$ cat config.mk
export PLATFORM = sky130hd
export DESIGN_NAME = set_state
export DESIGN_NICKNAME = d
export VERILOG_FILES = /design/src/verilog/dcache_pkg.sv /design/src/verilog/set_state.sv
export VERILOG_INCLUDE_DIRS = /design/src /design/src/include
export SDC_FILE = /design/constraint.sdc
export NUM_CORES = 1
export LEC_CHECK = 0
export BUFFER_PORTS_ARGS = -buffer_cell sky130_fd_sc_hd__buf_2
export CAP_MARGIN = 20
export CORE_MARGIN = 5
export CORE_UTILIZATION = 50
export DETAILED_ROUTE_END_ITERATION = 8
export MAX_ROUTING_LAYER = met4
export PLACE_DENSITY = 0.65
export SLEW_MARGIN = 20
export SYNTH_ARGS = -nofsm -noshare
export SYNTH_HDL_FRONTEND = slang
export SYNTH_SLANG_ARGS = --single-unit
$ cat constraint.sdc
create_clock -name clk -period 3.4 [get_ports clk]
set_input_delay 0.17 -clock clk [delete_from_list [all_inputs] [get_ports clk]]
set_output_delay 0.17 -clock clk [all_outputs]
set_load 0.03 [all_outputs]
$ cat src/include/dcache_consts.svh
`ifndef DCACHE_CONSTS_SVH
`define DCACHE_CONSTS_SVH

// line geometry
`define DC_OFFSET_BITS 5
`define DC_INDEX_BITS 7

// whatever is left of a 32-bit address
`define DC_TAG_BITS (32 - `DC_OFFSET_BITS - `DC_INDEX_BITS)

`define DC_WORDS_PER_LINE 8    // also beats per burst
`define DC_WORD_SEL_BITS 3

`endif

$ cat src/verilog/dcache_pkg.sv
`default_nettype none

`include "dcache_consts.svh"

package dcache_pkg;

    typedef logic [`DC_TAG_BITS-1:0] tag_t;
    typedef logic [`DC_INDEX_BITS-1:0] index_t;
    typedef logic [`DC_WORD_SEL_BITS-1:0] word_sel_t;
    typedef logic [31:0] word_t;
    typedef logic [3:0] byte_en_t;
    typedef logic [`DC_INDEX_BITS+`DC_WORD_SEL_BITS-1:0] ram_addr_t;   // {index, word}

    typedef enum logic [2:0] {
        ms_idle,
        ms_victim_read,
        ms_writeback,
        ms_refill,
        ms_done
    } miss_state_t;

    // store bytes over an existing word
    function automatic word_t merge_bytes(word_t old_w, word_t new_w, byte_en_t be);
        word_t res;
        res = old_w;
        for (int i = 0; i < 4; i++) begin
            if (be[i])
                res[8*i +: 8] = new_w[8*i +: 8];
        end
        return res;
    endfunction

endpackage

`default_nettype wire

$ cat src/verilog/set_state.sv
`timescale 1ns/10ps
`default_nettype none

`include "dcache_consts.svh"

module set_state import dcache_pkg::*; (
    input  logic       clk,
    input  logic       rst,
    input  index_t     index,
    output logic [1:0] valid,
    output logic [1:0] dirty,
    output logic       victim,
    input  logic       hit_upd,
    input  logic       hit_way,
    input  logic       hit_store,
    input  logic       fill_upd,
    input  logic       fill_way,
    input  logic       fill_dirty,
    input  index_t     upd_index,
    input  logic       clean_upd
);

    logic [1:0] valid_q [0:(1 << `DC_INDEX_BITS)-1];
    logic [1:0] dirty_q [0:(1 << `DC_INDEX_BITS)-1];
    logic       lru_q   [0:(1 << `DC_INDEX_BITS)-1];   // names the next victim

    assign valid  = valid_q[index];
    assign dirty  = dirty_q[index];
    assign victim = lru_q[index];

    always_ff @(posedge clk) begin
        if (rst) begin
            for (int i = 0; i < (1 << `DC_INDEX_BITS); i++) begin
                valid_q[i] <= 2'b00;
                dirty_q[i] <= 2'b00;
                lru_q[i]   <= 1'b0;
            end
        end else begin
            if (hit_upd) begin
                lru_q[upd_index] <= ~hit_way;
                if (hit_store)
                    dirty_q[upd_index][hit_way] <= 1'b1;
            end
            if (clean_upd)
                dirty_q[upd_index][fill_way] <= 1'b0;   // written back
            if (fill_upd) begin
                valid_q[upd_index][fill_way] <= 1'b1;
                dirty_q[upd_index][fill_way] <= fill_dirty;
                lru_q[upd_index] <= ~fill_way;
            end
        end
    end

endmodule

`default_nettype wire

* Word level (Yosys, flattened, before mapping)
Memories as Yosys holds them, arrays and structs flattened.
Cells that the tools add are included.
** Cells by class
- Magnitude comparators :: 4
- Div/mod/pow operators :: 0
- Shift-type cells :: 0
- Add/subtract/negate cells :: 0
- Multiplexer cells :: 34
- Eq/ne operators :: 0
- Bitwise gates (word level) :: 7
- Reductions and logical operators :: 5
- Multiply operators :: 0
** Operators by type and width (number)
- $mux W1 :: 22
- $mux W7 :: 3
- $mux W2 :: 7
- $or A1 B1 Y1 :: 5
- $lt A1 B2 Y1 const B :: 2
- $reduce_or A2 Y1 :: 2
- $demux W1 S1 :: 2
- $ge A1 B1 Y1 const B :: 2
- $logic_and A1 B1 Y1 :: 2
- $not A1 Y1 :: 2
- $reduce_or A1 Y1 :: 1
** Storage, ports and cells
- Bits in registers :: 0
- Bits in writable memories :: 640
- Word-level logic and storage cells :: 53
- Bits in read-only memories :: 0
- Memories kept :: 3
- Bits in latches :: 0
- Output and inout port bits :: 5
- Input bits :: 23
** Memories
- dirty_q :: depth 128, bits a word 2, rd ports 1, clocked after Yosys merged registers in 0, wr ports 128, line set_state.sv:24 : logic [1:0] dirty_q [0:(1 << `DC_INDEX_BITS)-1];
- valid_q :: depth 128, bits a word 2, rd ports 1, clocked after Yosys merged registers in 0, wr ports 128, line set_state.sv:23 : logic [1:0] valid_q [0:(1 << `DC_INDEX_BITS)-1];
- lru_q :: depth 128, bits a word 1, rd ports 1, clocked after Yosys merged registers in 0, wr ports 128, line set_state.sv:25 : logic lru_q [0:(1 << `DC_INDEX_BITS)-1];

* Depth between registers and ports, before layout
Gate-level depths: netlist (run 1).
- Depth in word-level cells :: 9
- Depth in mapped cells :: 7
- Depth with buffers taken out :: 4

* Least setup slack after synthesis (run 1)
OpenSTA, ideal clock, no wires.
- Path kind :: input to output
- Start :: input index[0]
- End :: output dirty[0]
- Buffers on the path :: 2
- Arrival time :: 2632 ps
- Stages :: 6
- Setup slack :: 598 ps
- Required time :: 3230 ps
- Path through :: buf_2 -> buf_1 -> mux4_2 -> mux4_2 -> mux4_2 -> mux2_2
** Between the ends
- Cells in the longest elaborated chain, start to end :: 1
** Ends and longest elaborated chain
- start: declaration :: line set_state.sv:9 : input index_t index,
- $mem_v2 Z128 W2
- end: declaration :: line set_state.sv:11 : output logic [1:0] dirty,
No other way between the ends.

* Worst setup path after layout (run 1)
- Start :: memory dirty_q[105][0]
- End :: output dirty[0]
** Between the ends
- Cells in the longest elaborated chain, start to end :: 1
** Ends and longest elaborated chain (line)
- start: declaration :: set_state.sv:24
- $mem_v2 Z128 W2
No other way between the ends.

==> results_dict.tcl, run 1 <==
set metrics [dict create \
    cp_cell_sequence "mux4_2, mux4_2, mux4_2, mux2_2, buf_2" \
    fillerInstances 4800 \
    start_util_pct 50.7 \
    cp.arrival_ns 3.10 \
    synth-seq-area-share_pct 55.5 \
    clockRootBuffer "clkbuf_16" \
    syn_inst 2553 \
    crit_path_max_incr_delay_ns 0.56 \
    synth.avg_cell_area_um2 11.8 \
    powerDensity_nw_per_um2 530 \
    viasPerCell 6.27 \
    synth_warnings 0 \
    cts_tree "yes" \
    dr.pass1.iters 5 \
    irDropWorstVdd_mv 0.335 \
    period_needed_ns 3.27 \
    antenna_found_initial 2 \
    vias 20600 \
    crit_path_frequent_cell "mux4_2" \
    grt_usage_pct 25.6 \
    cap_violations 0 \
    die_y_um 255 \
    clk_pin_slew_ns 0.06 \
    clockBufferDepth 3 \
    crit_type "flop to output pin" \
    cts_buffers 68 \
    grt-ovfl-total 0 \
    min_period_over_period_pct 96.3 \
    design.core.area_um2 59200 \
    fmax_ghz 0.305 \
    synth.largest_area_cell "edfxtp_1" \
    synth_edf_count 384 \
    numClockSinks 640 \
    htree_levels 3 \
    yosys_register_bits 640 \
    die_w_um 255 \
    cp.required_ns 3.23 \
    io_buffers 27 \
    fin_worst_skew_ns 0 \
    antenna_left 0 \
    startpoint_type "flop" \
    synth.distinct_cells 25 \
    wl_per_cell_um 24.7 \
    final_hold_viol_count 0 \
    grt_setup_unrepaired "false" \
    finalSetupTns_ns 0 \
    end_kind "output pin" \
    cts_setup_buffers 0 \
    gp_congestion 0.925 \
    synth_area_leaders "edfxtp_1, dfxtp_1, mux4_2" \
    synth_nets 2576 \
    critPathBufInv 1 \
    drcViolationCount 0 \
    fin_nets 2490 \
    hp-class "primary input to flop" \
    status "complete, no violations" \
    path_delay_family "multiplexers" \
    slew_headroom_pct 27.0 \
    rows 89 \
    maxSlewViolCount 0 \
    wl_um 81300 \
    areaGrowthSynthToFinish_pct 10.7 \
    p_leak_nw 10.1 \
    grt_max_degree 189 \
    cts_hold_buffers 1 \
    grt_pass1_wl_um 124000 \
    grt_pass1_vias 19900 \
    ctsResizeCount 0 \
    dpl.hpwl_um 50200 \
    tightest_slew_ns 1.09 \
    synth-main-ff-cell "edfxtp_1" \
    yosysMostFrequentCell "nor2_1" \
    layout-drive-gt1-share_pct 16.2 \
    drtIter0Drc 2631 \
    async_reset_ff_share_pct 0 \
    worst_path_max_delay_cell "mux4_2" \
    ys_top_cells_by_count "nor2_1, o21bai_1, edfxtp_1, inv_1" \
    worstPathMaxFanout 1 \
    synth_area_um2 30000 \
    insertion_delay_ns 0.59 \
    dieArea_um2 65100 \
    setup_violations 0 \
    finalPower_mw 17.6 \
    ioPinCount 28 \
    yosys.area.top_type_share_pct 38.4 \
]
-- sequential cells by signal, summed over array words and instances, names as in the netlist --
| name | flops |
|---|---|
| lru_q | 128 |
| dirty_q | 256 |
| valid_q | 256 |
-- tightest hold or removal path, stage by stage --
cell	delay, ns
buf_2	0.12
o21bai_4	0.13
o21bai_1	0.15
-- cells in the final DEF (no fill, tap or decap), types with 8 or more instances in the layout --
master / Yosys / routed
nor2_1: 395 / 393
o21bai_1: 386 / 385
edfxtp_1: 384 / 384
inv_1: 258 / 258
o22ai_1: 256 / 256
dfxtp_1: 256 / 256
mux4_2: 210 / 210
nand2_1: 132 / 132
clkbuf_16: 0 / 73
buf_4: 10 / 39
buf_2: 7 / 24
clkbuf_1: 210 / 19
buf_12: 0 / 19
clkbuf_8: 0 / 12
clkinv_1: 0 / 8
-- layer usage --
layer / GRT usage, % / wire length (µm) / share of wire, %
met5: - / 0 / 0
met4: 6.68 / 1890 / 2.3
met3: 6.40 / 8480 / 10
met2: 37.8 / 37400 / 46
met1: 36.0 / 33500 / 41
-- power by group --
part | switching (mW) | internal (mW)
Combinational | 0.870 | 0.574
Sequential | 0.126 | 8.45
Clock | 3.05 | 4.56
-- cell families after synthesis --
family | share of synthesized area, %
mux | 15.9
compound gates | 15.1
buf+inv | 6.44
simple gates | 7.05
flops | 55.5
-- final timing paths --
kind	startpoint	end	slack (ns)	cells after the start
max	dirty_q[105][0]$_SDFFCE_PN0P_	dirty[0]	0.13	5
max reg2reg	valid_q[48][1]$_DFF_P_	valid_q[48][1]$_DFF_P_	2.69	2
min	hit_upd	lru_q[1]$_SDFFCE_PN0P_	0.11	3
min reg2reg	valid_q[30][1]$_DFF_P_	valid_q[30][1]$_DFF_P_	0.46	2
-- final cells by class --
class	count	area [µm²]	share of cell area [%]
sequential	640	16700	50.1
multi-input combinational	1412	11500	34.6
clock buffer	104	2060	6.21
inverter	258	968	2.91
tap	773	967	2.91
timing repair buffer	87	856	2.57
clock inverter	19	216	0.651
antenna	2	5.00	0.0151
-- stage by stage --
step / hold slack (ns) / cells / util, % / setup slack (ns) / instance area, µm²
after global placement: 0.446 / 3169 / 52.2 / 0.362 / 31000
after detailed placement: 0.451 / 3169 / 52.2 / 0.312 / 31000
after global routing: 0.118 / 3295 / 56.1 / 0.0763 / 33200
after floorplan: 0.437 / 2553 / - / 0.598 / 30000
final: 0.109 / 3295 / 56.1 / 0.126 / 33200
after CTS: 0.0814 / 3293 / 56.1 / 0.0976 / 33200
(Power assumes the default switching activity.)
==> run 2: changes to the inputs <==
Clock period 3.4 ns to 3.5 ns, I/O delays scaled along.
==> run 2 against run 1 <==
Effect of this change: wire length is 0.51% higher; via count up 0.76%; register-to-register slack better by 0.11 ns; sequential share of layout area fell by 0.11 points; worst setup slack better by 0.085 ns; critical path type unchanged.
==> results_dict.tcl, run 2 (synthesis gave the netlist of run 1 again) <==
set metrics [dict create \
    clk_pin_slew_ns 0.06 \
    grt_max_degree 221 \
    cp.required_ns 3.32 \
    io_buffers 27 \
    crit_path_max_incr_delay_ns 0.56 \
    r2r-end "valid_q[48][0]$_DFF_P_" \
    irDropWorstVdd_mv 0.277 \
    grt_usage_pct 25.7 \
    p_leak_nw 10.1 \
    whs_ns 0.311 \
    drtIter0Drc 2414 \
    fin_nets 2494 \
    dieArea_um2 65100 \
    power.switching_mw 4.03 \
    hp-class "primary input to flop" \
    cts_tree "yes" \
    reg.largest.list "dirty_q: 256 flops, valid_q: 256 flops, lru_q: 128 flops" \
    drcViolationCount 0 \
    seq_power_share_pct 48.4 \
    ioPinCount 28 \
    comb_power_share_pct 8.2 \
    fin_worst_skew_ns 0 \
    finalPower_mw 17.2 \
    hold_path_startpoint "upd_index[6]" \
    mostFrequentLayoutCell "nor2_1" \
    wl_per_cell_um 24.7 \
    reg2reg_from "valid_q[48][0]$_DFF_P_" \
    areaGrowthSynthToFinish_pct 10.9 \
    crit_path_frequent_cell "mux4_2" \
    insertion_delay_ns 0.60 \
    design.core.area_um2 59200 \
    antenna_found_initial 4 \
    met3_length_um 8550 \
    dr_wl_met2_um 37400 \
    dr.pass1.iters 5 \
    fin_cells 3304 \
    worst_path_max_delay_cell "mux4_2" \
    grt-ovfl-total 0 \
    swShare_pct 23.4 \
    finalCoreUtilization_pct 56.3 \
    gp_congestion 0.892 \
    critPathBufInv 1 \
    wl_um 81700 \
    min_period_over_period_pct 94.0 \
    status "complete, no violations" \
    slew_headroom_pct 34.1 \
    crit_type "flop to output pin" \
    antenna_left 0 \
    path_delay_family "multiplexers" \
    setup_violations 0 \
    whs_endpoint "valid_q[119][1]$_DFF_P_" \
    grt_pass1_wl_um 124000 \
    final_hold_viol_count 0 \
    routed.top_layer "met4" \
    fmax_ghz 0.304 \
    p_clk_share_pct 43.4 \
    fillerInstances 4796 \
    rows 89 \
    die_y_um 255 \
    end_kind "output pin" \
    maxSlewViolCount 0 \
    dpl.hpwl_um 50400 \
    startpoint_type "flop" \
    holdPathStages 5 \
    die_w_um 255 \
    vias 20800 \
    layout-drive-gt1-share_pct 16.7 \
    finalSetupTns_ns 0 \
    cp_cell_sequence "mux4_2, mux4_2, mux4_2, mux2_2, buf_2" \
    cts_buffers 69 \
    powerDensity_nw_per_um2 516 \
    r2r_cells 2 \
    cts_setup_buffers 0 \
    cp.arrival_ns 3.11 \
    cap_violations 0 \
    htree_levels 3 \
    intPower_mw 13.2 \
    r2r_slack_ns 2.80 \
    numClockSinks 640 \
    grt_setup_unrepaired "false" \
    wl_met1_um 33800 \
    grt_pass1_vias 19900 \
    start_util_pct 50.7 \
    tightest_slew_ns 0.989 \
    clockRootBuffer "clkbuf_16" \
    place_inst 3171 \
    viasPerCell 6.30 \
    worstPathMaxFanout 1 \
    clockBufferDepth 3 \
    final_cell_mix "nor2_1, o21bai_1, edfxtp_1" \
    period_needed_ns 3.29 \
]
-- run 2: worst reg2reg max path: cells and delay by family (launching register included) --
family | cells | cell delay [ns]
AO/OA/AOI/OAI | 1 | 0.19
buffers and inverters | 1 | 0.05
flip-flops | 1 | 0.36
-- run 2: area by class of cell --
type | instances | area [µm²] | share of cell area, %
inverters | 258 | 968 | 2.91
diodes | 3 | 7.51 | 0.0225
clock inverters | 26 | 282 | 0.845
flip-flops and latches | 640 | 16700 | 50.0
clock buffers | 102 | 2020 | 6.07
repair buffers | 90 | 903 | 2.71
multi-input cells | 1412 | 11500 | 34.6
well taps | 773 | 967 | 2.90
-- run 2: metrics by stage --
step	area [µm²]	setup slack, ns
floorplan	30000	0.688
global placement	31000	0.416
detailed placement	31000	0.408
CTS	33300	0.189
global route	33300	0.157
finish	33300	0.211
-- run 2: per-layer routing --
| metal | up-vias | global-route usage, % |
|---|---|---|
| li1 | 9102 | - |
| met5 | - | - |
| met4 | 0 | 6.78 |
| met1 | 10500 | 36.2 |
| met2 | 1059 | 37.8 |
| met3 | 153 | 6.35 |
-- run 2: worst max-delay path by stage --
stage | from | to | slack (ns) | cells after the start
finish | lru_q[70]$_SDFFCE_PN0P_ | victim | 0.21 | 5
global route | lru_q[70]$_SDFFCE_PN0P_ | victim | 0.16 | 5
detailed placement | index[0] | dirty[1] | 0.41 | 7
CTS | lru_q[71]$_SDFFCE_PN0P_ | victim | 0.19 | 5
global placement | index[0] | victim | 0.42 | 7
floorplan | index[0] | dirty[0] | 0.69 | 6
-- run 2: timing repair --
| item | in CTS | in global routing |
|---|---|---|
| hold buffers | 1 | 0 |
| hold endpoints to repair | 8 | 0 |
| resized for setup | 0 | 0 |
-- run 2: power by group through the flow --
stage	Combinational, mW	Clock [mW]	Sequential [mW]
after detailed placement	1.39	0	8.49
after floorplan	0.984	0	8.40
final	1.41	7.47	8.33
after global placement	1.35	0	8.50
after global routing	1.49	7.88	8.34
after CTS	1.40	7.55	8.33
