**src/include/dcache_consts.svh**
```systemverilog
`ifndef DCACHE_CONSTS_SVH
`define DCACHE_CONSTS_SVH

// line geometry
`define DC_OFFSET_BITS 5
`define DC_INDEX_BITS 7

// whatever is left of a 32-bit address
`define DC_TAG_BITS (32 - `DC_OFFSET_BITS - `DC_INDEX_BITS)

`define DC_WORDS_PER_LINE 8    // also beats per burst
`define DC_WORD_SEL_BITS 3

`endif

```
**src/verilog/dcache_pkg.sv**
```systemverilog
`default_nettype none

`include "dcache_consts.svh"

package dcache_pkg;

    typedef logic [`DC_TAG_BITS-1:0] tag_t;
    typedef logic [`DC_INDEX_BITS-1:0] index_t;
    typedef logic [`DC_WORD_SEL_BITS-1:0] word_sel_t;
    typedef logic [31:0] word_t;
    typedef logic [3:0] byte_en_t;
    typedef logic [`DC_INDEX_BITS+`DC_WORD_SEL_BITS-1:0] ram_addr_t;   // {index, word}

    typedef enum logic [2:0] {
        ms_idle,
        ms_victim_read,
        ms_writeback,
        ms_refill,
        ms_done
    } miss_state_t;

    // store bytes over an existing word
    function automatic word_t merge_bytes(word_t old_w, word_t new_w, byte_en_t be);
        word_t res;
        res = old_w;
        for (int i = 0; i < 4; i++) begin
            if (be[i])
                res[8*i +: 8] = new_w[8*i +: 8];
        end
        return res;
    endfunction

endpackage

`default_nettype wire

```
**src/verilog/mem_bus_pkg.sv**
```systemverilog
`default_nettype none

package mem_bus_pkg;

    // byte address, bursts are line aligned
    typedef logic [31:0] bus_addr_t;

    // one beat on either data channel
    typedef logic [31:0] bus_word_t;

endpackage

`default_nettype wire

```
**src/verilog/miss_controller.sv**
```systemverilog
`timescale 1ns/10ps
`default_nettype none

`include "dcache_consts.svh"

module miss_controller import dcache_pkg::*, mem_bus_pkg::*; (
    input  logic       clk,
    input  logic       rst,
    input  logic       start,
    input  index_t     miss_index,
    input  tag_t       miss_tag,
    input  word_sel_t  miss_word,
    input  logic       is_store,
    input  word_t      store_data,
    input  byte_en_t   store_strb,
    input  logic       victim_way,
    input  logic [1:0] victim_dirty,   // dirty bits of both ways in the set
    input  tag_t       victim_tag,
    input  word_t      victim_word,
    output ram_addr_t  data_raddr,
    output logic       data_re,
    output logic       fill_we,
    output ram_addr_t  fill_addr,
    output word_t      fill_word,
    output logic       tag_we,
    output logic       meta_fill,
    output logic       meta_clean,
    output word_t      resp_word,
    output logic       done,
    // memory side
    output bus_addr_t  araddr,
    output logic       arvalid,
    input  logic       arready,
    input  bus_word_t  rdata_mem,
    input  logic       rvalid,
    input  logic       rlast,
    output logic       rready,
    output bus_addr_t  awaddr,
    output logic       awvalid,
    input  logic       awready,
    output bus_word_t  wdata_mem,
    output logic       wlast,
    output logic       wvalid,
    input  logic       wready,
    input  logic       bvalid
);

    miss_state_t state;
    logic [`DC_WORD_SEL_BITS:0] rd_cnt;   // victim read, one more than a line
    word_sel_t beat;
    tag_t wb_tag;
    word_t line_buf [0:`DC_WORDS_PER_LINE-1];
    logic beat_ok;

    assign araddr = {miss_tag, miss_index, {`DC_OFFSET_BITS{1'b0}}};
    assign awaddr = {wb_tag, miss_index, {`DC_OFFSET_BITS{1'b0}}};
    assign wdata_mem = line_buf[beat];
    assign wlast = wvalid & (beat == word_sel_t'(`DC_WORDS_PER_LINE - 1));

    // victim read address runs one cycle ahead of the capture
    assign data_re = (state == ms_victim_read) & (rd_cnt < `DC_WORDS_PER_LINE);
    assign data_raddr = {miss_index, rd_cnt[`DC_WORD_SEL_BITS-1:0]};

    assign beat_ok = (state == ms_refill) & rvalid & rready;
    assign fill_we = beat_ok;
    assign fill_addr = {miss_index, beat};
    assign fill_word = (is_store && beat == miss_word) ?
                       merge_bytes(rdata_mem, store_data, store_strb) : rdata_mem;
    assign tag_we = beat_ok & rlast;
    assign meta_fill = beat_ok & rlast;
    assign meta_clean = (state == ms_writeback) & bvalid;
    assign done = (state == ms_done);

    always_ff @(posedge clk) begin
        if (rst) begin
            state   <= ms_idle;
            rd_cnt  <= '0;
            beat    <= '0;
            arvalid <= 1'b0;
            rready  <= 1'b0;
            awvalid <= 1'b0;
            wvalid  <= 1'b0;
        end else begin
            case (state)
                ms_idle: begin
                    beat   <= '0;
                    rd_cnt <= '0;
                    if (start) begin
                        if (victim_dirty[victim_way]) begin
                            state <= ms_victim_read;
                        end else begin
                            state   <= ms_refill;
                            arvalid <= 1'b1;
                        end
                    end
                end
                ms_victim_read: begin
                    rd_cnt <= rd_cnt + 1'b1;
                    if (rd_cnt == `DC_WORDS_PER_LINE) begin
                        state   <= ms_writeback;
                        awvalid <= 1'b1;
                        wvalid  <= 1'b1;
                    end
                end
                ms_writeback: begin
                    if (awvalid && awready)
                        awvalid <= 1'b0;
                    if (wvalid && wready) begin
                        if (wlast)
                            wvalid <= 1'b0;
                        else
                            beat <= beat + 1'b1;
                    end
                    if (bvalid) begin
                        state   <= ms_refill;
                        beat    <= '0;
                        arvalid <= 1'b1;
                    end
                end
                ms_refill: begin
                    if (arvalid && arready) begin
                        arvalid <= 1'b0;
                        rready  <= 1'b1;
                    end
                    if (beat_ok) begin
                        beat <= beat + 1'b1;
                        if (rlast) begin
                            rready <= 1'b0;
                            state  <= ms_done;
                        end
                    end
                end
                default: state <= ms_idle;   // ms_done
            endcase
        end
    end

    // line buffer and captured words
    always_ff @(posedge clk) begin
        if (state == ms_idle && start)
            wb_tag <= victim_tag;
        if (state == ms_victim_read && rd_cnt != 0)
            line_buf[word_sel_t'(rd_cnt - 1'b1)] <= victim_word;
        if (beat_ok && beat == miss_word)
            resp_word <= fill_word;   // already merged on a store
    end

endmodule

`default_nettype wire

```
**config.mk**
```make
export PLATFORM = sky130hd
export DESIGN_NAME = miss_controller
export DESIGN_NICKNAME = d
export VERILOG_FILES = /design/src/verilog/dcache_pkg.sv /design/src/verilog/mem_bus_pkg.sv /design/src/verilog/miss_controller.sv
export VERILOG_INCLUDE_DIRS = /design/src /design/src/include
export SDC_FILE = /design/constraint.sdc
export NUM_CORES = 1
export LEC_CHECK = 0
export ABC_CLOCK_PERIOD_IN_PS = 5400
export BUFFER_PORTS_ARGS = -buffer_cell sky130_fd_sc_hd__buf_2
export CAP_MARGIN = 10
export CORE_ASPECT_RATIO = 0.75
export CORE_MARGIN = 5
export CORE_UTILIZATION = 53
export DETAILED_ROUTE_END_ITERATION = 10
export PLACE_DENSITY = 0.78
export SLEW_MARGIN = 10
export SYNTH_ARGS = -nofsm -noshare
export SYNTH_HDL_FRONTEND = slang
export SYNTH_SLANG_ARGS = --single-unit
export TNS_END_PERCENT = 1
```
**constraint.sdc**
```tcl
create_clock -name clk -period 5.4 [get_ports clk]
set_input_delay 0.27 -clock clk [delete_from_list [all_inputs] [get_ports clk]]
set_output_delay 0.27 -clock clk [all_outputs]
set_load 0.005 [all_outputs]
```
**Word level (Yosys, flattened, before mapping)**

Memories as Yosys holds them, arrays and structs flattened. A register that Yosys moved wholly into a read port is not among the register bits.
Index checks and enable logic that the tools add are counted.
W data, S select, Z words.

- Register bits: 66
- Bits in writable memories: 256
- Output and inout port bits: 191
- Memories: 1

Memories:

| memory | depth | width | read ports | clocked after memory_dff | wr ports | line | RTL |
|---|---|---|---|---|---|---|---|
| line_buf | 8 | 32 | 1 | 1 | 1 | miss_controller.sv:52 | `` word_t line_buf [0:`DC_WORDS_PER_LINE-1]; `` |

- Add/sub/neg operators: 3
- Magnitude comparators: 2
- Equal/unequal tests: 19
- Muxes and demuxes: 38
- Bitwise logic cells: 6
- Reductions and logical operators: 17

Operators with widths:

| cell | count |
|---|---|
| $mux W3 | 11 |
| $mux W32 | 1 |
| $mux W8 | 4 |
| $mux W1 | 15 |
| $ne A2 B2 Y1 const B | 6 |
| $pmux W3 S4 | 1 |
| $reduce_and A5 Y1 | 2 |
| $pmux W3 S3 | 1 |
| $ne A2 B1 Y1 const B | 4 |
| $pmux W4 S2 | 1 |
| $reduce_and A4 Y1 | 2 |
| $logic_and A1 B1 Y1 | 7 |
| $and A1 B1 Y1 | 6 |
| $eq A3 B2 Y1 const B | 2 |
| $eq A3 B3 Y1 const B | 2 |
| $add A4 B1 Y4 const B | 1 |
| $eq A4 B4 Y1 const B | 1 |
| $lt A4 B4 Y1 const B | 1 |
| $pmux W1 S2 | 2 |
| $reduce_bool A2 Y1 | 2 |
| $reduce_bool A4 Y1 | 1 |
| $add A3 B1 Y3 const B | 1 |
| $eq A3 B1 Y1 const B | 1 |
| $eq A3 B3 Y1 | 1 |
| other kinds (9) | 9 |

**Depth between registers and ports, before layout**

Gate-level depths: netlist of the first run.

- Word-level depth: 8
- Mapped depth: 6
- Mapped depth without buffers: 6

**Least setup slack after synthesis of the first run**

Ideal clock, no wire load.

- Kind: register to register
- Start point: register state[2]
- End point: memory line_buf[1][0] (netlist bit) (enable)
- Library setup time: 0.468 ns
- Data arrival time: 3.454 ns
- Path slack: 1.479 ns
- Cell stages (with the launch flop): 5
- Buffers on the path: 1
- Period minus slack after synthesis: 3.921 ns
- Cell sequence: dfxtp_1 -> buf_2 -> nor3b_1 -> nand2_1 -> nor3b_1

- Cells in the longest elaborated chain, start to end: 4

RTL lines:

| what | line | RTL |
|---|---|---|
| start: declaration | miss_controller.sv:48 | `miss_state_t state;` |
| start signal: assignment | miss_controller.sv:76 | `state <= ms_idle;` |
| start signal: assignment | miss_controller.sv:90 | `state <= ms_victim_read;` |
| start signal: assignment | miss_controller.sv:92 | `state <= ms_refill;` |
| $eq A3 B1 Y1 | miss_controller.sv:142 | `if (state == ms_victim_read && rd_cnt != 0)` |
| $logic_and A1 B1 Y1 | miss_controller.sv:142 |  |
| $mux W1 | miss_controller.sv:142 |  |
| $mux W1 (implied by the code) | miss_controller.sv:143 | `line_buf[word_sel_t'(rd_cnt - 1'b1)] <= victim_word;` |
| end: declaration | miss_controller.sv:52 |  |

Every way passes these cells.

==> results.sh, run 1 <==
export IMPL_status="finished clean"
export IMPL_fin_ws_ps=2150
export IMPL_gr_total_overflow=0
export IMPL_antenna_found_initial=1
export IMPL_synth_area_sq_mm=0.0132
export IMPL_yosysSeqAreaShare=0.726
export IMPL_synth_top_area_share=0.700
export IMPL_core_rowCount=50
export IMPL_start_util=0.533
export IMPL_hold_violations=0
export IMPL_num_vias=7147
export IMPL_dieWidth_microns=192
export IMPL_final_net_count=1101
export IMPL_insertion_delay_ps=560
export IMPL_synth_enable_flop_cells=308
export IMPL_tightest_slew_ps=1110
export IMPL_path_cells="buf_4 -> mux4_1 -> mux2_2 -> buf_2"
export IMPL_async_flop_share=0
export IMPL_chipHeight_microns=147
export IMPL_setup_viol=0
export IMPL_num_antenna_cells=0
export IMPL_ant_nets=0
export IMPL_synthTopCellsByArea="edfxtp_1, mux4_1, mux2_2"
export IMPL_io_pins=354
export IMPL_finalCriticalPeriod_ps=3250
export IMPL_place_gp_congestion=0.865
export IMPL_clock_path_buffers=3
export IMPL_min_to="line_buf[3][14]"
export IMPL_rsz0062_at_grt="false"
export IMPL_slowest_stage="dfxtp_4"
export IMPL_clk_pin_slew_ps=70
export IMPL_whs_path_depth=1
export IMPL_crit_family="multiplexers"
export IMPL_coreArea_sq_mm=0.0248
export IMPL_critPathLaunchType="flop"
export IMPL_maxSlewHeadroom=0.258
export IMPL_ff2ff_path_depth=4
export IMPL_cts_root_buf="clkbuf_16"
export IMPL_syn_instance_count=652
export IMPL_r2r_start="state[0]"
export IMPL_worstSetupPathType="reg -> out"
export IMPL_dp_slack_ps=2590
export IMPL_yosysTopAreaCell="edfxtp_1"
export IMPL_path_max_fanout=43
export IMPL_drt_iter0_drc=645
export IMPL_r2r_end="line_buf[2][16]"
export IMPL_cts_sinks=325
export IMPL_drv_slew=0
export IMPL_cts_made_buffers=30
export IMPL_min_period_over_period=0.603
export IMPL_cts_tree="done"
export IMPL_p_leak_uw=0.00575
export IMPL_syn_area_per_cell_sq_um=20.3
export IMPL_drc=0
export IMPL_post_cts_resized=0
export IMPL_drt_pass1_iterations=5
export IMPL_synth_warnings=0
export IMPL_viasPerCell=5.51
export IMPL_slowest_delay_ps=850
export IMPL_drv_cap=0
export IMPL_wire_per_inst_microns=24.8
export IMPL_grt_use_total=0.225
export IMPL_layout_drive_gt1_share=0.444
export IMPL_grt_max_degree=44
export IMPL_dpl_hpwl_microns=21200
export IMPL_synthFlopType="edfxtp_1"
export IMPL_area_growth_syn_to_layout_pct=21.3
export IMPL_setup_tns_ps=0
export IMPL_ctsHtreeMaxLevel=1
export IMPL_endpoint_kind="output port"
export IMPL_numPortBuffers=268
export IMPL_critPathBufInv=2
export IMPL_worstHoldStart="victim_word[14]"
export IMPL_ir_worst_vdd_mv=0.277
export IMPL_dieArea_sq_mm=0.0282
export IMPL_synth_cell_types=37
export IMPL_cts_setup_buffers=0
export IMPL_ys_ff_latch=325
export IMPL_crit_required_ps=5130
export IMPL_drt_wl_total_microns=32100
export IMPL_grt_pass1_vias=7440
export IMPL_clock_skew_ps=16.4
export IMPL_hp_class="in -> reg"
export IMPL_cp_arrival_ps=2980
export IMPL_grt_pass1_wl_microns=47000
export IMPL_pwr_density_cell_mw_per_mm2=335
export IMPL_fmax_mhz=307
export IMPL_reg2reg_slack_ps=2570
==> layout make-up <==
type	count	area, sq um
Timing Repair Buffer	331	1940
Sequential cell	325	9600
Clock buffer	37	787
Multi-Input combinational cell	240	3040
Inverter	6	22.5
Fill cell	1720	8750
Clock inverter	19	218
Tap cell	338	423
==> sequential cells by signal (all words and copies together), names as in the netlist, named ones only <==
| name | cells |
|---|---|
| line_buf | 256 |
| state | 3 |
| rready | 1 |
| awvalid | 1 |
| wvalid | 1 |
| rd_cnt | 4 |
| resp_word | 32 |
| beat | 3 |
| wb_tag | 20 |
| arvalid | 1 |
==> timing repair <==
| action | in CTS | in global routing |
|---|---|---|
| endpoints found under the setup margin | 0 | 0 |
| hold buffers | 51 | 0 |
| endpoints found under the hold margin | 261 | 0 |
==> power breakdown <==
part           internal, uW  switching, uW  leakage (uW)
logic                   179            195       0.00234
clock network          1230            913      0.000485
registers              2810           39.2       0.00292
==> cell usage in the layout (no fill, tap or decap), types with 5 or more instances in the layout <==
cell type,count
edfxtp_1,308
buf_2,268
mux2_2,65
dlygate4sd3_1,51
mux4_1,40
clkbuf_16,30
mux4_2,24
dfxtp_1,14
buf_4,12
o21ai_0,11
a21oi_1,11
nand2_1,10
conb_1,10
and3_1,7
inv_1,6
nand3_1,6
clkinv_2,6
clkbuf_1,6
clkinv_1,6
nor3_1,5
nand2b_1,5
nor2_1,5
mux2i_1,5
==> cell usage after synthesis (7+ instances only) <==
cell      count
buf_4        66
nor2_1        9
nand2_1      10
buf_6         7
buf_1         9
o21ai_0      11
mux2_2       65
mux4_2       24
a21oi_1      11
edfxtp_1    308
mux4_1       40
and3_1        7
dfxtp_1      17
==> kinds of logic (layout without fill, tap and decap cells) <==
kind of cell    count (synthesis)  after routing  synth area share
other cells                     1             10          0.000284
mux                           134            134             0.180
compound gates                 28             28            0.0122
xor+xnor                        4              4           0.00265
fa+ha+maj                       4              4           0.00379
flops                         325            325             0.726
buf+inv                        96            393            0.0504
simple gates                   60             60            0.0249
==> stage by stage <==
stage	hold WS, ps	utilization	power [uW]	cells	instance area [sq um]
finish	16.4	0.647	5360	1296	16000
global route	20.4	0.647	5560	1296	16000
CTS	3.36	0.647	5400	1296	16000
detailed placement	449	0.586	3240	1189	14500
global placement	447	0.586	3230	1189	14500
floorplan	369	-	3100	661	13200
==> worst max path at each step <==
| stage | from | endpoint | slack, ps | cells after the start |
|---|---|---|---|---|
| after floorplan | state[2] | line_buf[1][0] | 1480 | 4 |
| after global placement | state[0] | line_buf[2][30] | 2680 | 4 |
| after detailed placement | state[0] | line_buf[2][30] | 2590 | 4 |
| after CTS | flop | wdata_mem[31] | 2080 | 4 |
| after global routing | flop | wdata_mem[31] | 1970 | 4 |
| final | flop | wdata_mem[31] | 2150 | 4 |
==> routing by layer <==
| layer | wire, microns | part of all wire | track usage | up-vias |
|---|---|---|---|---|
| met5 | 7 | 0.00022 | 0 | - |
| met1 | 13000 | 0.40 | 0.301 | 3692 |
| met2 | 16400 | 0.51 | 0.381 | 250 |
| met3 | 2130 | 0.066 | 0.0537 | 71 |
| met4 | 616 | 0.019 | 0.0470 | 2 |
| li1 | - | - | - | 3132 |
==> worst register-to-register path, delay by kind of cell, from the launching register on <==
family	cells	cell delay [ps]
buffers and inverters	1	410
flip-flops	1	580
AND/OR/NAND/NOR	3	1530
(Power assumes the default switching activity.)
==> run 2: changes to the inputs <==
ABC_CLOCK_PERIOD_IN_PS = 3160   (was 5400)
clock period = 3.16 ns   (was 5.4 ns; I/O delays follow)
==> results.sh, run 2 (synthesis gave the netlist of run 1 again) <==
export IMPL_status="finished clean"
export IMPL_insertion_delay_ps=560
export IMPL_crit_family="simple AND/OR/NAND/NOR gates"
export IMPL_crit_required_ps=3000
export IMPL_fmax_mhz=328
export IMPL_n_fill_cell=1630
export IMPL_layout_drive_gt1_share=0.419
export IMPL_maxSlewHeadroom=0.315
export IMPL_finalCriticalPeriod_ps=3050
export IMPL_path_cells="xor2_1 -> nor3_1 -> and3_1 -> mux2_2 -> buf_2"
export IMPL_setup_viol=0
export IMPL_utilization=0.677
export IMPL_num_antenna_cells=0
export IMPL_grt_max_degree=65
export IMPL_io_pins=354
export IMPL_cts_made_buffers=29
export IMPL_gr_total_overflow=0
export IMPL_p_sw_uw=1950
export IMPL_critPathBufInv=1
export IMPL_num_vias=7456
export IMPL_drc=0
export IMPL_p_total_uw=9370
export IMPL_wire_per_inst_microns=23.6
export IMPL_reg2reg_slack_ps=150
export IMPL_slowest_stage="nor3_1"
export IMPL_ir_worst_vdd_mv=0.383
export IMPL_met1_usage=0.285
export IMPL_min_period_over_period=0.964
export IMPL_grt_util_met3=0.0589
export IMPL_cts_root_buf="clkbuf_16"
export IMPL_swShare=0.208
export IMPL_area_growth_syn_to_layout_pct=27.0
export IMPL_pwr_share_clk=0.404
export IMPL_endpoint_kind="output port"
export IMPL_reg_largest_list="line_buf x256, resp_word x32, wb_tag x20"
export IMPL_drt_iter0_drc=420
export IMPL_drv_cap=0
export IMPL_dieArea_sq_mm=0.0282
export IMPL_p_leak_uw=0.00606
export IMPL_path_max_fanout=8
export IMPL_rsz0062_at_grt="false"
export IMPL_drv_slew=0
export IMPL_grt_pass1_vias=7846
export IMPL_busiest_layer="met2"
export IMPL_pwr_density_cell_mw_per_mm2=559
export IMPL_numPortBuffers=268
export IMPL_tightest_slew_ps=1030
export IMPL_clock_path_buffers=3
export IMPL_final_net_count=1168
export IMPL_regMostFlops="line_buf"
export IMPL_hp_class="in -> reg"
export IMPL_viasPerCell=5.47
export IMPL_coreArea_sq_mm=0.0248
export IMPL_cts_setup_buffers=0
export IMPL_postCtsHoldBufs=117
export IMPL_post_cts_resized=0
export IMPL_ant_nets=0
export IMPL_largest_reg_flops=256
export IMPL_pwr_share_seq=0.518
export IMPL_start_util=0.533
export IMPL_mostFrequentLayoutCells="edfxtp_1, buf_2, dlygate4sd3_1"
export IMPL_dieWidth_microns=192
export IMPL_final_cells=1362
export IMPL_antenna_found_initial=0
export IMPL_dpl_hpwl_microns=20400
export IMPL_drt_pass1_iterations=5
export IMPL_cts_tree="done"
export IMPL_cp_arrival_ps=2890
export IMPL_power_frac_comb=0.078
export IMPL_critPathLaunchType="flop"
export IMPL_chipHeight_microns=147
export IMPL_ctsHtreeMaxLevel=1
export IMPL_place_gp_congestion=0.875
export IMPL_slowest_delay_ps=620
export IMPL_hold_violations=0
export IMPL_core_rowCount=50
export IMPL_cts_sinks=325
export IMPL_worstSetupPathType="reg -> out"
export IMPL_drt_wl_total_microns=32200
export IMPL_grt_pass1_wl_microns=47300
export IMPL_use_met2=0.380
export IMPL_p_int_uw=7420
export IMPL_grt_use_total=0.224
export IMPL_dp_cells=1191
export IMPL_setup_tns_ps=0
export IMPL_clk_pin_slew_ps=70
export IMPL_clock_skew_ps=19.0
export IMPL_final_common_cell="edfxtp_1"
## run 2: cell type report
| cell class | count | area (sq um) | area share |
|---|---|---|---|
| clock buffers | 30 | 729 | 0.0435 |
| repair buffers | 399 | 2670 | 0.159 |
| clock inverters | 24 | 300 | 0.0179 |
| multi-input cells | 240 | 3040 | 0.181 |
| well taps | 338 | 423 | 0.0252 |
| flip-flops and latches | 325 | 9600 | 0.572 |
| inverters | 6 | 22.5 | 0.00134 |
## run 2: worst paths after layout
| check | from | end | cells past startpoint |
|---|---|---|---|
| min reg2reg | awvalid | awvalid | 2 |
| max | beat[0] | fill_word[21] | 5 |
| min | store_data[4] | resp_word[4] | 2 |
| max reg2reg | beat[0] | resp_word[22] | 5 |
## run 2: per-stage QoR
stage                     instance area [sq um]  hold WS [ps]  setup WS [ps]
after floorplan                           13200           257           -761
after global placement                    14600           316            717
after detailed placement                  14600           316            635
after CTS                                 16800          11.1            136
after global routing                      16800          14.4           4.33
final                                     16800          33.5            113
## run 2: per-layer routing
layer | up-vias | share of wire
met3 | 92 | 0.072
met1 | 3785 | 0.39
li1 | 3283 | -
met2 | 296 | 0.51
met4 | 0 | 0.030
met5 | - | 0
## run 2: worst reg2reg max path, cell delays in order, from the launching register on
cell	delay [ps]
dfxtp_1	370
xor2_1	180
nor3_1	620
and3_1	580
mux2_2	440
dlygate4sd3_1	570
## run 2: power by group through the flow
stage	registers (uW)	clock network, uW	logic, uW
detailed placement	4940	0	599
floorplan	4920	0	377
CTS	4850	3840	723
finish	4860	3780	732
global route	4860	4030	786
global placement	4940	0	589
==> run 3: changes to the inputs <==
ABC_CLOCK_PERIOD_IN_PS = 3490   (was 3160)
clock period = 3.49 ns   (was 3.16 ns; I/O delays follow)
==> results.sh, run 3 (synthesis gave the netlist of run 1 again) <==
export IMPL_cts_root_buf="clkbuf_16"
export IMPL_p_int_uw=6800
export IMPL_pwr_share_clk=0.408
export IMPL_final_cells=1360
export IMPL_layout_drive_gt1_share=0.420
export IMPL_fmax_mhz=322
export IMPL_mostFrequentLayoutCells="edfxtp_1, buf_2, dlygate4sd3_1"
export IMPL_dp_slack_ps=995
export IMPL_min_period_over_period=0.890
export IMPL_finalCriticalPeriod_ps=3100
export IMPL_chipHeight_microns=147
export IMPL_drv_slew=0
export IMPL_crit_required_ps=3320
export IMPL_setup_tns_ps=0
export IMPL_num_vias=7446
export IMPL_hold_violations=0
export IMPL_clock_skew_ps=17.4
export IMPL_grt_pass1_wl_microns=49900
export IMPL_final_common_cell="edfxtp_1"
export IMPL_path_max_fanout=8
export IMPL_grt_util_met3=0.0506
export IMPL_use_met2=0.417
export IMPL_grt_max_degree=33
export IMPL_fin_ws_ps=386
export IMPL_drt_wl_total_microns=33600
export IMPL_power_frac_comb=0.077
export IMPL_drv_cap=0
export IMPL_clock_path_buffers=3
export IMPL_dpl_hpwl_microns=21400
export IMPL_drc=0
export IMPL_p_leak_uw=0.00605
export IMPL_n_fill_cell=1592
export IMPL_start_util=0.533
export IMPL_rsz0062_at_grt="false"
export IMPL_largest_reg_flops=256
export IMPL_insertion_delay_ps=550
export IMPL_pwr_share_seq=0.515
export IMPL_cts_setup_buffers=0
export IMPL_wire_per_inst_microns=24.7
export IMPL_io_pins=354
export IMPL_drt_iter0_drc=592
export IMPL_utilization=0.675
export IMPL_busiest_layer="met2"
export IMPL_dieArea_sq_mm=0.0282
export IMPL_critPathLaunchType="flop"
export IMPL_gr_total_overflow=0
export IMPL_worstSetupPathType="reg -> out"
export IMPL_cts_made_buffers=30
export IMPL_swShare=0.205
export IMPL_cts_tree="done"
export IMPL_clk_pin_slew_ps=70
export IMPL_antenna_found_initial=1
export IMPL_maxSlewHeadroom=0.348
export IMPL_met1_usage=0.302
export IMPL_hp_class="in -> reg"
export IMPL_final_net_count=1166
export IMPL_area_growth_syn_to_layout_pct=26.7
export IMPL_coreArea_sq_mm=0.0248
export IMPL_regMostFlops="line_buf"
export IMPL_reg_largest_list="line_buf x256, resp_word x32, wb_tag x20"
export IMPL_p_sw_uw=1750
export IMPL_dieWidth_microns=192
export IMPL_core_rowCount=50
export IMPL_numPortBuffers=268
export IMPL_tightest_slew_ps=979
export IMPL_post_cts_resized=0
export IMPL_cts_sinks=325
export IMPL_postCtsHoldBufs=113
export IMPL_cp_arrival_ps=2930
export IMPL_place_gp_congestion=0.928
export IMPL_pwr_density_cell_mw_per_mm2=511
export IMPL_setup_viol=0
export IMPL_ant_nets=0
export IMPL_ir_worst_vdd_mv=0.449
export IMPL_hold_slack_ps=18.0
export IMPL_grt_use_total=0.237
export IMPL_drt_pass1_iterations=4
export IMPL_endpoint_kind="output port"
export IMPL_viasPerCell=5.48
export IMPL_grt_pass1_vias=7986
export IMPL_dp_cells=1192
export IMPL_ctsHtreeMaxLevel=1
export IMPL_status="finished clean"
run 3: changes by cell type in the layout (fill, tap and decap cells not counted), sizes merged:
cell / delta
clkinv: -8
dlygate4sd3: -4
diode: +1
clkinvlp: +1
inv: -2
clkbuf: +9
buf: +1
run 3: worst max-delay path, stage by stage, from the launching register on:
cell,delay [ps]
dfxtp_1,470
xor2_1,100
nor3_1,630
and3_1,600
mux2_2,440
buf_2,140
run 3: power by group through the flow:
stage	logic, uW	registers, uW	clock network, uW
finish	659	4400	3490
floorplan	341	4460	0
CTS	654	4390	3550
global placement	532	4470	0
detailed placement	543	4470	0
global route	711	4400	3730
run 3: area by class of cell:
class | instances | area (sq um) | area share
antenna | 1 | 2.50 | 0.000150
multi-input combinational | 240 | 3040 | 0.182
clock inverter | 15 | 269 | 0.0161
tap | 338 | 423 | 0.0253
inverter | 6 | 22.5 | 0.00135
timing repair buffer | 396 | 2580 | 0.155
sequential | 325 | 9600 | 0.574
clock buffer | 39 | 795 | 0.0475
run 3: worst paths after layout:
| kind | slack, ps | cells past startpoint | endpoint | start |
|---|---|---|---|---|
| hold / removal | 20 | 2 | resp_word[25] | store_data[25] |
| setup reg to reg | 390 | 5 | resp_word[14] | beat[0] |
| hold reg to reg | 500 | 2 | awvalid | awvalid |
| setup / recovery | 390 | 5 | fill_word[15] | beat[0] |
run 3: stage by stage:
stage / total power [uW] / cell area (sq um)
6_report: 8550 / 16700
5_1_grt: 8840 / 16700
4_1_cts: 8600 / 16700
3_5_place_dp: 5020 / 14500
3_3_place_gp: 5010 / 14500
2_1_floorplan: 4800 / 13200
run 3: per-layer routing:
| layer | vias to the layer above | wire length (microns) |
|---|---|---|
| met5 | - | 0 |
| met4 | 0 | 889 |
| met3 | 81 | 2230 |
| met2 | 291 | 17800 |
| met1 | 3811 | 12600 |
| li1 | 3263 | - |
